File: src/include/switch_cfg.svh
`ifndef SWITCH_CFG_SVH
`define SWITCH_CFG_SVH

// number of switch ports
`define SW_NUM_PORTS 4

// address table entries
`define SW_TABLE_DEPTH 16

// table index width, one nibble of the mac
`define SW_HASH_W 4

// frame length field
`define SW_LEN_W 16

// ethernet mac address
`define SW_MAC_W 48

`endif

File: src/verilog/switch_pkg.sv
`default_nettype none
`include "switch_cfg.svh"

package switch_pkg;

    // port index and one-bit-per-port mask
    typedef logic [$clog2(`SW_NUM_PORTS)-1:0] port_id_t;
    typedef logic [`SW_NUM_PORTS-1:0] port_map_t;

    // header descriptor that stands in for a whole frame
    typedef struct packed {
        logic [`SW_MAC_W-1:0] dmac;
        logic [`SW_MAC_W-1:0] smac;
        logic [`SW_LEN_W-1:0] len;
    } frame_hdr_t;

    typedef enum logic [1:0] {
        FWD_UNICAST = 2'd0,
        FWD_FLOOD   = 2'd1,
        FWD_FILTER  = 2'd2
    } fwd_kind_t;

    // i/g bit, lsb of the first octet on the wire
    function automatic logic is_multicast(input logic [`SW_MAC_W-1:0] mac);
        return mac[`SW_MAC_W-8];
    endfunction

endpackage

`default_nettype wire

File: src/verilog/mac_table_pkg.sv
`default_nettype none
`include "switch_cfg.svh"

package mac_table_pkg;

    import switch_pkg::*;

    typedef logic [`SW_HASH_W-1:0] tbl_idx_t;

    typedef struct packed {
        logic                 vld;
        logic [`SW_MAC_W-1:0] mac;
        port_id_t             port;
    } tbl_entry_t;

    typedef enum logic [1:0] {
        LK_IDLE  = 2'd0,
        LK_LEARN = 2'd1,
        LK_READ  = 2'd2,
        LK_HOLD  = 2'd3
    } lookup_state_t;

    // fold all nibbles of the mac together
    function automatic tbl_idx_t mac_hash(input logic [`SW_MAC_W-1:0] mac);
        tbl_idx_t idx;
        idx = '0;
        for (int n = 0; n < `SW_MAC_W / `SW_HASH_W; n++) begin
            idx ^= mac[n*`SW_HASH_W +: `SW_HASH_W];
        end
        return idx;
    endfunction

endpackage

`default_nettype wire

File: src/verilog/hdr_if.sv
`timescale 1ns/100ps
`default_nettype none

interface hdr_if import switch_pkg::*; ();

    logic       valid;
    logic       ready;
    frame_hdr_t hdr;
    port_id_t   src;

    // mux side
    modport src_mp (
        output valid, hdr, src,
        input  ready
    );

    // lookup side
    modport dst_mp (
        input  valid, hdr, src,
        output ready
    );

endinterface

`default_nettype wire

File: src/verilog/interface_mux.sv
`timescale 1ns/100ps
`default_nettype none
`include "switch_cfg.svh"

module interface_mux import switch_pkg::*; (
    input  wire                                  clk,
    input  wire                                  i_rst_n,
    input  wire port_map_t                       i_rx_valid,
    input  wire frame_hdr_t [`SW_NUM_PORTS-1:0]  i_rx_hdr,
    output port_map_t                            o_rx_ready,
    hdr_if.src_mp                                m_hdr
);

    localparam int NP = `SW_NUM_PORTS;

    logic       hold_vld;
    frame_hdr_t hold_hdr;
    port_id_t   hold_src;
    port_id_t   last_q;
    port_id_t   winner;
    logic       found;
    logic       can_load;
    port_map_t  grant;

    // search starts one past the last granted port
    always_comb begin
        port_id_t cand;
        found  = 1'b0;
        winner = last_q;
        cand   = last_q;
        for (int i = 1; i <= NP; i++) begin
            cand = port_id_t'((int'(last_q) + i) % NP);
            if (!found && i_rx_valid[cand]) begin
                found  = 1'b1;
                winner = cand;
            end
        end
    end

    // register free or draining this cycle
    assign can_load   = !hold_vld || m_hdr.ready;
    assign grant      = (found && can_load) ? (port_map_t'(1'b1) << winner) : '0;
    assign o_rx_ready = grant;

    always_ff @(posedge clk) begin
        if (!i_rst_n) begin
            hold_vld <= 1'b0;
            last_q   <= port_id_t'(NP - 1);
        end else if (|grant) begin
            hold_vld <= 1'b1;
            last_q   <= winner;
        end else if (m_hdr.ready) begin
            hold_vld <= 1'b0;
        end
    end

    always_ff @(posedge clk) begin
        if (|grant) begin
            hold_hdr <= i_rx_hdr[winner];
            hold_src <= winner;
        end
    end

    assign m_hdr.valid = hold_vld;
    assign m_hdr.hdr   = hold_hdr;
    assign m_hdr.src   = hold_src;

    // the port served last yields to any other requester
    a_grant_rotate : assert property (@(posedge clk) disable iff (!i_rst_n)
        ((i_rx_valid & ~(port_map_t'(1'b1) << last_q)) != '0) |-> !o_rx_ready[last_q]);

    // stalled header stays put until the lookup takes it
    a_hold_stable : assert property (@(posedge clk) disable iff (!i_rst_n)
        m_hdr.valid && !m_hdr.ready |=>
            m_hdr.valid && $stable(m_hdr.hdr) && $stable(m_hdr.src));

endmodule

`default_nettype wire

File: src/verilog/mac_lookup.sv
`timescale 1ns/100ps
`default_nettype none
`include "switch_cfg.svh"

module mac_lookup import switch_pkg::*, mac_table_pkg::*; (
    input  wire            clk,
    input  wire            i_rst_n,
    input  wire port_map_t i_link,
    input  wire            i_fwd_ready,
    hdr_if.dst_mp          s_hdr,
    output logic           o_fwd_valid,
    output port_map_t      o_fwd_portmap,
    output fwd_kind_t      o_fwd_kind,
    output port_id_t       o_fwd_src,
    output frame_hdr_t     o_fwd_hdr
);

    lookup_state_t state_q;
    lookup_state_t state_d;

    tbl_entry_t mac_tbl [`SW_TABLE_DEPTH];

    frame_hdr_t cur_hdr;
    port_id_t   cur_src;
    logic       accept;

    tbl_idx_t   wr_idx;
    tbl_idx_t   rd_idx;
    tbl_entry_t rd_entry;
    port_map_t  src_bit;

    port_map_t  dec_map;
    fwd_kind_t  dec_kind;
    port_map_t  fwd_map_q;
    fwd_kind_t  fwd_kind_q;

    assign s_hdr.ready = (state_q == LK_IDLE);
    assign accept      = s_hdr.valid && s_hdr.ready;

    always_comb begin
        state_d = state_q;
        case (state_q)
            LK_IDLE: begin
                if (accept) begin
                    state_d = LK_LEARN;
                end
            end
            LK_LEARN: state_d = LK_READ;
            LK_READ:  state_d = LK_HOLD;
            LK_HOLD: begin
                if (i_fwd_ready) begin
                    state_d = LK_IDLE;
                end
            end
            default:  state_d = LK_IDLE;
        endcase
    end

    always_ff @(posedge clk) begin
        if (!i_rst_n) begin
            state_q <= LK_IDLE;
        end else begin
            state_q <= state_d;
        end
    end

    // header under lookup, held until the result is taken
    always_ff @(posedge clk) begin
        if (accept) begin
            cur_hdr <= s_hdr.hdr;
            cur_src <= s_hdr.src;
        end
    end

    assign wr_idx = mac_hash(cur_hdr.smac);
    assign rd_idx = mac_hash(cur_hdr.dmac);

    // learn step, group sources never enter the table
    always_ff @(posedge clk) begin
        if (!i_rst_n) begin
            for (int i = 0; i < `SW_TABLE_DEPTH; i++) begin
                mac_tbl[i].vld <= 1'b0;
            end
        end else if (state_q == LK_LEARN && !is_multicast(cur_hdr.smac)) begin
            mac_tbl[wr_idx] <= '{vld: 1'b1, mac: cur_hdr.smac, port: cur_src};
        end
    end

    assign rd_entry = mac_tbl[rd_idx];
    assign src_bit  = port_map_t'(1'b1) << cur_src;

    always_comb begin
        if (is_multicast(cur_hdr.dmac) || !rd_entry.vld ||
            rd_entry.mac != cur_hdr.dmac) begin
            // unknown or group destination
            dec_kind = FWD_FLOOD;
            dec_map  = i_link & ~src_bit;
        end else if (rd_entry.port == cur_src) begin
            // destination sits behind the ingress port
            dec_kind = FWD_FILTER;
            dec_map  = '0;
        end else begin
            dec_kind = FWD_UNICAST;
            dec_map  = (port_map_t'(1'b1) << rd_entry.port) & i_link;
        end
    end

    always_ff @(posedge clk) begin
        if (state_q == LK_READ) begin
            fwd_map_q  <= dec_map;
            fwd_kind_q <= dec_kind;
        end
    end

    assign o_fwd_valid   = (state_q == LK_HOLD);
    assign o_fwd_portmap = fwd_map_q;
    assign o_fwd_kind    = fwd_kind_q;
    assign o_fwd_src     = cur_src;
    assign o_fwd_hdr     = cur_hdr;

    // result held while the fabric stalls
    a_fwd_stable : assert property (@(posedge clk) disable iff (!i_rst_n)
        o_fwd_valid && !i_fwd_ready |=>
            o_fwd_valid && $stable(o_fwd_portmap) && $stable(o_fwd_kind) &&
            $stable(o_fwd_src) && $stable(o_fwd_hdr));

    // learn and read cycles stay quiet, result follows on the second edge
    a_fwd_timing : assert property (@(posedge clk) disable iff (!i_rst_n)
        accept |=> !o_fwd_valid [*2] ##1 o_fwd_valid);

endmodule

`default_nettype wire

File: src/verilog/switch_top.sv
`timescale 1ns/100ps
`default_nettype none
`include "switch_cfg.svh"

module switch_top import switch_pkg::*; (
    input  wire                                     clk,
    input  wire                                     i_rst_n,
    input  wire port_map_t                          i_link,

    // receive side, one lane per port
    input  wire port_map_t                          i_rx_valid,
    output port_map_t                               o_rx_ready,
    input  wire [`SW_NUM_PORTS-1:0][`SW_MAC_W-1:0]  i_rx_dmac,
    input  wire [`SW_NUM_PORTS-1:0][`SW_MAC_W-1:0]  i_rx_smac,
    input  wire [`SW_NUM_PORTS-1:0][`SW_LEN_W-1:0]  i_rx_len,

    // forwarding decision
    output logic                                    o_fwd_valid,
    input  wire                                     i_fwd_ready,
    output port_map_t                               o_fwd_portmap,
    output fwd_kind_t                               o_fwd_kind,
    output port_id_t                                o_fwd_src,
    output logic [`SW_MAC_W-1:0]                    o_fwd_dmac,
    output logic [`SW_MAC_W-1:0]                    o_fwd_smac,
    output logic [`SW_LEN_W-1:0]                    o_fwd_len
);

    wire frame_hdr_t [`SW_NUM_PORTS-1:0] rx_hdr;
    wire frame_hdr_t                     fwd_hdr;

    for (genvar p = 0; p < `SW_NUM_PORTS; p++) begin : g_rx_pack
        assign rx_hdr[p] = '{dmac: i_rx_dmac[p], smac: i_rx_smac[p], len: i_rx_len[p]};
    end

    hdr_if u_hdr_if ();

    interface_mux u_interface_mux (
        .clk        (clk),
        .i_rst_n    (i_rst_n),
        .i_rx_valid (i_rx_valid),
        .i_rx_hdr   (rx_hdr),
        .o_rx_ready (o_rx_ready),
        .m_hdr      (u_hdr_if.src_mp)
    );

    mac_lookup u_mac_lookup (
        .clk           (clk),
        .i_rst_n       (i_rst_n),
        .i_link        (i_link),
        .i_fwd_ready   (i_fwd_ready),
        .s_hdr         (u_hdr_if.dst_mp),
        .o_fwd_valid   (o_fwd_valid),
        .o_fwd_portmap (o_fwd_portmap),
        .o_fwd_kind    (o_fwd_kind),
        .o_fwd_src     (o_fwd_src),
        .o_fwd_hdr     (fwd_hdr)
    );

    assign o_fwd_dmac = fwd_hdr.dmac;
    assign o_fwd_smac = fwd_hdr.smac;
    assign o_fwd_len  = fwd_hdr.len;

endmodule

`default_nettype wire
File: config.mk
export PLATFORM = sky130hd
export DESIGN_NAME = switch_top
export DESIGN_NICKNAME = d
export VERILOG_FILES = /design/src/verilog/switch_pkg.sv /design/src/verilog/mac_table_pkg.sv /design/src/verilog/hdr_if.sv /design/src/verilog/interface_mux.sv /design/src/verilog/mac_lookup.sv /design/src/verilog/switch_top.sv
export VERILOG_INCLUDE_DIRS = /design/src /design/src/include
export SDC_FILE = /design/constraint.sdc
export NUM_CORES = 1
export LEC_CHECK = 0
export BUFFER_PORTS_ARGS = -buffer_cell sky130_fd_sc_hd__clkbuf_2
export CORE_ASPECT_RATIO = 0.5
export CORE_UTILIZATION = 23
export CTS_CLUSTER_DIAMETER = 60
export DETAILED_ROUTE_END_ITERATION = 8
export REMOVE_ABC_BUFFERS = 1
export SETUP_SLACK_MARGIN = 0.1
export SYNTH_ARGS = -nofsm -noshare
export SYNTH_HDL_FRONTEND = slang
export SYNTH_SLANG_ARGS = --single-unit
File: constraint.sdc
create_clock -name clk -period 6.4 [get_ports clk]
set_clock_uncertainty 0.05 [all_clocks]
set_input_delay 1.28 -clock clk [delete_from_list [all_inputs] [get_ports clk]]
set_output_delay 1.28 -clock clk [all_outputs]
set_load 0.01 [all_outputs]
Yosys cells after proc, flatten, opt, wreduce, memory -nomap -nowiden --
Memories as Yosys holds them, arrays and structs flattened. Index checks and enable logic that the tools add are counted.
Cells by class: bitwise operators 25, add/subtract/negate cells 4, equal/unequal tests 7, magnitude comparators 5, muxes and demuxes 34, shifts and indexed selects 3, reduce and logical (&&, ||, !) cells 20
Operator list (number):
- $bmux 112 s2 | 1
- $mux 112 | 1
- $xor 4x4->4 | 22
- $mux 51 | 1
- $reduce_or 51->1 | 1
- $ne 48x48->1 | 1
- $mux 2 | 8
- $mux 4 | 4
- $lt 2x3->1 const B | 5
- $mux 1 | 14
- $shl 1x2->4 const A | 3
- $and 4x4->4 | 2
- $bmux 1 s2 | 4
- $pmux 2 s4 | 1
- $logic_and 1x1->1 | 6
- $logic_not 1->1 | 6
- $add 2x1->2 const B | 2
- $add 2x2->2 const B | 2
- $eq 2x2->1 const B | 2
- $ne 2x1->1 const B | 2
- $not 4->4 | 1
- $reduce_or 4->1 | 1
- $logic_or 1x1->1 | 3
- $eq 2x1->1 const B | 1
- other kinds (4) | 4
Word-level totals: memory bits (writable) 816, bits in registers 239, input port bits 459, memories kept 1
Memory list:
- u_mac_lookup.mac_tbl | depth 16, width 51, read ports 1, clocked after Yosys merged registers in 0, wr ports 16, line mac_lookup.sv:21 | tbl_entry_t mac_tbl [`SW_TABLE_DEPTH];

Logic depth before layout (Yosys ltp) --
Gate-level depths: netlist of run 1.
depth in word-level cells 17, mapped depth 18

Hierarchy --
From an unflattened synthesis of run 1, not the netlist that was laid out.
Unflattened totals: cells, all modules 3040, area, all modules 45381.0 sq um
By module, submodules not included:
- mac_lookup | cells each 2523, sequential area each 27986.8 sq um, area an instance 37982.7 sq um, instances 1
- interface_mux | cells each 517, sequential area each 3483.3 sq um, area an instance 7398.3 sq um, instances 1

Worst setup path before layout of run 1 --
Ideal clock, no wire load.
path type register -> register, start register u_mac_lookup.state_q[0], end register u_mac_lookup.cur_hdr, in the netlist u_mac_lookup.o_fwd_hdr[0] (enable), clock period less this slack 6.037 ns, buffers on the path 0, data arrival time 5.397 ns, cell stages (with the launch flop) 5, data required time 5.760 ns, slack 0.363 ns, library setup time 0.590 ns, cell sequence dfxtp_1 -> inv_1 -> ha_1 -> inv_1 -> nor2_1
On the way: cells in the longest elaborated chain, start to end 2
RTL lines:
- start, declared | line mac_lookup.sv:18 | lookup_state_t state_q;
- start signal, assigned | line mac_lookup.sv:63 | state_q <= state_d;
- $logic_not 2->1 | line mac_lookup.sv:37 | assign s_hdr.ready = (state_q == LK_IDLE);
- $logic_and 1x1->1 | line mac_lookup.sv:38 | assign accept = s_hdr.valid && s_hdr.ready;
- net u_mac_lookup.accept | line mac_lookup.sv:25 | logic accept;
- end signal, assigned | line mac_lookup.sv:70 | cur_hdr <= s_hdr.hdr;
- end, declared | line mac_lookup.sv:23 | frame_hdr_t cur_hdr;
The timed path passes the listed nets, and every way through them passes these cells. A chain may end at the register's enable or synchronous reset.

Worst setup path in the final report of run 1 --
start register u_mac_lookup.cur_hdr, in the netlist u_mac_lookup.o_fwd_hdr[72], end register u_mac_lookup.fwd_map_q[3] (netlist: u_mac_lookup.o_fwd_portmap[3]) (data pin)
On the way: cells in the longest elaborated chain, start to end 15, elaborated cells on any way between the ends 20, classes of those cells eq/ne (2); shift (1); mux (2); bitwise (11); reduce/logical (3); memory (1)
RTL lines:
- branches (longest 14 deep; another with $mem_v2 16x51)
- $mux 4 * | line mac_lookup.sv:93 | if (is_multicast(cur_hdr.dmac) || !rd_entry.vld ||
- net u_mac_lookup.dec_map[3] | line mac_lookup.sv:32 | port_map_t dec_map;
- end signal, assigned | line mac_lookup.sv:110 | fwd_map_q <= dec_map;
- end, declared | line mac_lookup.sv:34 | port_map_t fwd_map_q;
Mark *: on every way through the listed nets, which the timed path passes.

==> results of run 1 <==
## per-layer routing
metal / share of wire / GRT usage / up-vias
met5: 0 / 0 / -
li1: - / - / 13100
met2: 0.51 / 0.232 / 1067
met4: 0.036 / 0.0461 / 0
met1: 0.40 / 0.164 / 14500
met3: 0.061 / 0.0182 / 225
## cell type report
type / instances / area, um2
Sequential cell: 1055 / 31500
Timing Repair Buffer: 666 / 3750
Clock buffer: 139 / 2910
Clock inverter: 60 / 577
Fill cell: 19400 / 137000
Tap cell: 2587 / 3240
Multi-Input combinational cell: 1909 / 12300
Inverter: 18 / 80.1
## registers in the layout, indices dropped and copies added, names as in the netlist
| signal | count |
|---|---|
| u_interface_mux.last_q | 2 |
| u_interface_mux.m_hdr.hdr | 112 |
| u_interface_mux.m_hdr.src | 2 |
| u_interface_mux.m_hdr.valid | 1 |
| u_mac_lookup.mac_tbl | 816 |
| u_mac_lookup.o_fwd_hdr | 112 |
| u_mac_lookup.o_fwd_kind | 2 |
| u_mac_lookup.o_fwd_portmap | 4 |
| u_mac_lookup.o_fwd_src | 2 |
| u_mac_lookup.state_q | 2 |
## synth_stat cells, types with 32 or more instances
master	count	area (um2)
xnor2_1	96	841
xor2_1	32	280
nor2_1	55	206
clkbuf_1	91	342
nand3_1	58	290
and3_1	136	851
nand2_1	777	2920
a31oi_1	125	782
buf_2	41	205
a32oi_1	71	622
edfxtp_1	1034	31000
mux2i_1	308	3080
## final timing paths
check                                           from                                 endpoint  slack (ps)  depth (start not counted)
max reg2reg     u_mac_lookup.o_fwd_hdr[72]$_DFFE_PP_  u_mac_lookup.o_fwd_portmap[3]$_DFFE_PP_         720                         13
max             u_mac_lookup.o_fwd_hdr[72]$_DFFE_PP_  u_mac_lookup.o_fwd_portmap[3]$_DFFE_PP_         720                         13
min          u_interface_mux.m_hdr.hdr[32]$_DFFE_PP_     u_mac_lookup.o_fwd_hdr[32]$_DFFE_PP_         350                          0
min reg2reg  u_interface_mux.m_hdr.hdr[32]$_DFFE_PP_     u_mac_lookup.o_fwd_hdr[32]$_DFFE_PP_         350                          0
## metrics by stage
step	utilization	std cells	hold WS, ps
4_1_cts	0.284	6434	344
5_1_grt	0.284	6434	355
2_1_floorplan	-	2982	350
3_5_place_dp	0.266	6235	355
6_report	0.284	6434	348
3_3_place_gp	0.266	6235	351
## worst reg2reg max path, delay by kind of cell (launching register included)
| family | cells | cell delay (ps) |
|---|---|---|
| and+or+nand+nor | 6 | 2510 |
| AOI/OAI and AO/OA | 2 | 310 |
| buffers and inverters | 2 | 650 |
| DFF | 1 | 600 |
| xor gates and xnor gates | 3 | 1300 |
## cell families after synthesis
family                   after synthesis  synth area share
AND/OR/NAND/NOR                     1084             0.104
adder cells (fa/ha/maj)                4           0.00112
buffers and inverters                198            0.0234
flip-flops                          1055             0.704
multiplexers                         335            0.0804
AO/OA/AOI/OAI                        347            0.0568
XOR/XNOR                             139            0.0303
==> summary.md, run 1 <==
| Metric | Value |
|---|---|
| Arr. time, crit path | between 6000 and 7000 ps |
| Clock root cell | clkbuf_16 |
| Yosys synthesis warning count | 0 |
| WL/cell | 20.9 um |
| Least-Margin Pin Slew | 1100 ps |
| CTS buffer count | between 100 and 150 |
| Final setup viols | 0 |
| Max Cap Viol | 0 |
| Cts hold-fix bufs | 0 |
| Sequential area share after synthesis | 0.704 |
| DRT Pass-1 Iters | 8 |
| IO Pins | 584 |
| IO Port Bufs | 583 |
| H-tree levels | 3 |
| Ys async rst share | 0 |
| Initial DRC Count | 3169 |
| Vias per cell | between 4 and 5 |
| Leading cell type in the layout, fill and taps excluded | edfxtp_1 |
| Dpl cell area | just over 50000 um2 |
| Vias in the first global route | about 28000 |
| CP startpoint kind | flop |
| DP Worst Slack | 885 ps |
| Ant. Diodes | 0 |
| DR vias | 28900 |
| CTS tree | done |
| Setup CP Type | reg -> reg |
| Row cnt | 113 |
| Resized Gates After CTS | 0 |
| GP Congestion | 0.862 |
| Largest net degree at the start of global routing | 125 |
| Tmin final | ~5700 ps |
| Final wirelength | approximately 130 mm |
| Setup Buffers After CTS | 0 |
| GRT Util Overall | 0.131 |
| Post-synth EDFFs | 1034 |
| Cells after synthesis | 3162 |
| Initial antenna violation count | 1 |
| Final instance area | 54400 um2 |
| WP data required | a little under 7000 ps |
| Clock Path Buffers | 3 |
| Seq cells post-synth | 1055 |
| Status | completed |
| Chip Width | ~630 um |
| Remaining DRCs | 0 |
| Worst path max stage delay | between 700 and 800 ps |
| Worst skew pair latency | 680 ps |
| Post-DP HPWL | approximately 86 mm |
| Hold Path Class | reg -> reg |
| Core area | 191000 um2 |
| Post-Syn Area per Cell | around 14 um2 |
| Most frequent cells in the layout | 1034 x edfxtp_1, 777 x nand2_1, 583 x clkbuf_2, 308 x mux2i_1, 136 x and3_1 |
| Worst path top cell family by delay | simple AND/OR/NAND/NOR gates |
| Crit path buf inv count | 2 |
| Hold Violations, Final | 0 |
| Antenna-violating nets left | 0 |
| Yosys cell types | 72 |
| Max-slew headroom | 0.267 |
| Crit end category | flop |
| Final worst-path cycle share | 0.887 |
| First-pass GRT wire length | 192 mm |
| Clock transition at the registers of the reported paths | approximately 60 ps |
| Worst path most repeated cell | buf_4 |
| Share of cells above drive strength 1 | 0.233 |
| Slew Limit Fails | 0 |
| Initial core utilization | 0.234 |
| Die ar. | 196000 um2 |
| Final setup TNS | 0 ps |
| Fmax | 0.176 GHz |
| Worst Slack Setup Final | 721 ps |
| Slowest-stage cell, CP | xor3_4 |
| Synthesis-to-finish area growth | 21.6% |
| Final global-route overflow total | 0 |
| Synth Flop Type | edfxtp_1 |
| CP cell instances | xnor2_1 > xnor2_2 > xor3_4 > buf_4 > nor2_1 > a32oi_1 > and3_1 > nor4_1 > nand4b_1 > or4_1 > nor4_2 > buf_4 > a21oi_1 |
| Synthesized area | between 40000 and 50000 um2 |
| Die height | 314 um |
| Nets | approximately 4200 |
| Unrepaired setup endpoints after global routing | false |
| Largest fanout on the critical path | 43 |
| TritonCTS sink count | 1055 |
Power of run 1 is not shown: default switching activity piles up to over one toggle a cycle in this logic, so the estimate is an artifact.
==> inputs of run 2 (changes only) <==
- ABC_CLOCK_PERIOD_IN_PS: unset -> 5250
- CORE_UTILIZATION: 23 -> 58
- PLACE_DENSITY: unset -> 0.8
- clock period: 6.4 -> 5.25 ns (I/O delays scaled with it)
==> run 2 against run 1 <==
Wire length is 7.4% lower; global-route usage increased by 18 points; non-clock buffer count is 74 higher; flip-flop and latch count stayed put; critical path depth rose by 2; sequential share of layout area rose by 2.1 points; first-iteration DRC count up 16%; count of clock-buffer cells in the layout fell by 25; setup slack lost 580 ps; fmax increased by 11%; critical endpoint is now u_mac_lookup.o_fwd_portmap[1]$_DFFE_PP_; highest routed layer unchanged.
==> summary.md, run 2 (synthesized netlist as in run 1, its figures left out) <==
| Metric | Value |
|---|---|
| TritonCTS sink count | 1055 (unchanged) |
| Setup CP Type | reg -> reg |
| Crit path buf inv count | 3 (+1) |
| Worst reg-to-reg setup slack | 150 ps (-580 ps) |
| Slew Limit Fails | 0 (unchanged) |
| Vias in the first global route | 28500 (+1.2%) |
| GRT Util Overall | 0.312 (+0.181) |
| DP Worst Slack | 82.9 ps (-802 ps) |
| Initial core utilization | 0.591 (+0.357) |
| Clock Path Buffers | 3 (unchanged) |
| Dpl cell area | 49500 um2 (-2.7%) |
| Status | completed |
| Final setup TNS | 0 ps (unchanged) |
| Start point of the critical path | u_mac_lookup.o_fwd_hdr[69]$_DFFE_PP_ |
| Crit end category | flop |
| Worst skew pair latency | 680 ps (about the same) |
| Largest fanout on the critical path | 49 (+14%) |
| Vias per cell | 6.16 (+37%) |
| Worst Slack Setup Final | 145 ps (-576 ps) |
| Depth of the worst register-to-register path | 15 (+2) |
| Share of cells above drive strength 1 | 0.242 (+0.00865) |
| Worst reg2reg path endpoint | u_mac_lookup.o_fwd_portmap[1]$_DFFE_PP_ |
| Unrepaired setup endpoints after global routing | false |
| Nets | 4273 (+1.2%) |
| Final wirelength | 125 mm (-7.4%) |
| Crit path to | u_mac_lookup.o_fwd_portmap[1]$_DFFE_PP_ |
| Remaining DRCs | 0 (unchanged) |
| Worst reg2reg path startpoint | u_mac_lookup.o_fwd_hdr[69]$_DFFE_PP_ |
| Die height | 198 um (-37%) |
| Number of flip-flops in the largest register | 816 (unchanged) |
| WL/cell | 25.4 um (+22%) |
| CP Depth | 15 (+2) |
| Max Cap Viol | 0 (unchanged) |
| Initial antenna violation count | 0 (-1) |
| Initial DRC Count | 3691 (+16%) |
| Fmax | 0.196 GHz (+11%) |
| Least-Margin Pin Slew | 1210 ps (+110 ps) |
| CTS buffer count | 86 (-20%) |
| Worst path top cell family by delay | simple AND/OR/NAND/NOR gates |
| Ant. Diodes | 0 (unchanged) |
| Leading cell type in the layout, fill and taps excluded | edfxtp_1 |
| H-tree levels | 3 (unchanged) |
| Final setup viols | 0 (unchanged) |
| Slowest-stage cell, CP | xor3_4 |
| CP startpoint kind | flop |
| Final global-route overflow total | 0 (unchanged) |
| Largest net degree at the start of global routing | 228 (+82%) |
| DRT Pass-1 Iters | 9 (+1) |
| Hold Violations, Final | 0 (unchanged) |
| IO Pins | 584 (unchanged) |
| First-pass GRT wire length | 179 mm (-7.0%) |
| Max-slew headroom | 0.192 (-0.0752) |
| Worst path max stage delay | 650 ps (-60 ps) |
| CP cell instances | xnor2_1 > xnor2_1 > xor3_4 > buf_12 > mux2i_1 > mux2i_1 > a32oi_1 > a21oi_1 > nor4_1 > buf_4 > nand4b_1 > or4_1 > nor4_2 > buf_4 > a21oi_1 |
| Clock root cell | clkbuf_16 |
| Tmin final | 5100 ps (-574 ps) |
| Final instance area | 52400 um2 (-3.6%) |
| Post-DP HPWL | 80.3 mm (-6.8%) |
| Arr. time, crit path | 5480 ps (-570 ps) |
| Die ar. | 78300 um2 (-60%) |
| Core area | 75700 um2 (-60%) |
| Antenna-violating nets left | 0 (unchanged) |
| Final worst-path cycle share | 0.972 (+0.0850) |
| Hold Path Class | reg -> reg |
| Most frequent cells in the layout | 1034 x edfxtp_1, 777 x nand2_1, 583 x clkbuf_2, 306 x mux2i_1, 136 x and3_1 |
| CTS tree | done |
| GP Congestion | 0.956 (+11%) |
| Worst hold slack | 351 ps (+3.48 ps) |
| Row cnt | 71 (-37%) |
| WP data required | 5630 ps (-1140 ps) |
| IO Port Bufs | 583 (unchanged) |
| Most flop-heavy register | u_mac_lookup.mac_tbl |
| Synthesis-to-finish area growth | 17.3% |
| DR vias | 30200 (+4.4%) |
| Hold depth | 0 (unchanged) |
| Clock transition at the registers of the reported paths | 70 ps (about the same) |
| Chip Width | 395 um (-37%) |
==> run 2: worst min path at each step <==
stage                                             startpoint                                    end
floorplan             u_interface_mux.m_hdr.hdr[0]$_DFFE_PP_    u_mac_lookup.o_fwd_hdr[0]$_DFFE_PP_
global placement     u_interface_mux.m_hdr.hdr[17]$_DFFE_PP_   u_mac_lookup.o_fwd_hdr[17]$_DFFE_PP_
detailed placement  u_interface_mux.m_hdr.hdr[109]$_DFFE_PP_  u_mac_lookup.o_fwd_hdr[109]$_DFFE_PP_
CTS                  u_interface_mux.m_hdr.hdr[23]$_DFFE_PP_   u_mac_lookup.o_fwd_hdr[23]$_DFFE_PP_
global route        u_interface_mux.m_hdr.hdr[109]$_DFFE_PP_  u_mac_lookup.o_fwd_hdr[109]$_DFFE_PP_
finish               u_interface_mux.m_hdr.hdr[23]$_DFFE_PP_   u_mac_lookup.o_fwd_hdr[23]$_DFFE_PP_
==> run 2: layer usage <==
metal	GRT usage	routed length (um)
met1	0.429	46800
met2	0.489	57800
met3	0.0775	15200
met4	0.111	4740
met5	0	0
==> run 2: through the flow <==
step	cells	utilization
3_3_place_gp	4742	0.654
5_1_grt	4901	0.693
4_1_cts	4899	0.692
2_1_floorplan	2982	-
3_5_place_dp	4742	0.654
6_report	4901	0.693
==> run 2: what timing repair did <==
item,in CTS,in global routing
hold buffers,0,0
pin swaps,0,1
gates resized for setup,1,6
setup buffers,0,2
setup endpoints to repair,1,6
==> run 2: area by class of cell <==
class	count	area, um2
Multi-Input combinational cell	1909	12400
Fill cell	4998	23300
Sequential cell	1055	31500
Clock inverter	43	488
Timing Repair Buffer	740	4370
Inverter	18	80.1
Clock buffer	114	2370
Tap cell	1022	1280
==> run 2: worst reg2reg max path, cell delays in order, from the launching register on <==
cell and delay, ps:
edfxtp_1 540, xnor2_1 310, xnor2_1 140, xor3_4 650, buf_12 370, mux2i_1 360
mux2i_1 140, a32oi_1 290, a21oi_1 110, nor4_1 300, buf_4 170, nand4b_1 190
or4_1 620, nor4_2 320, buf_4 210, a21oi_1 80
Power of run 2 is left out for the same reason.
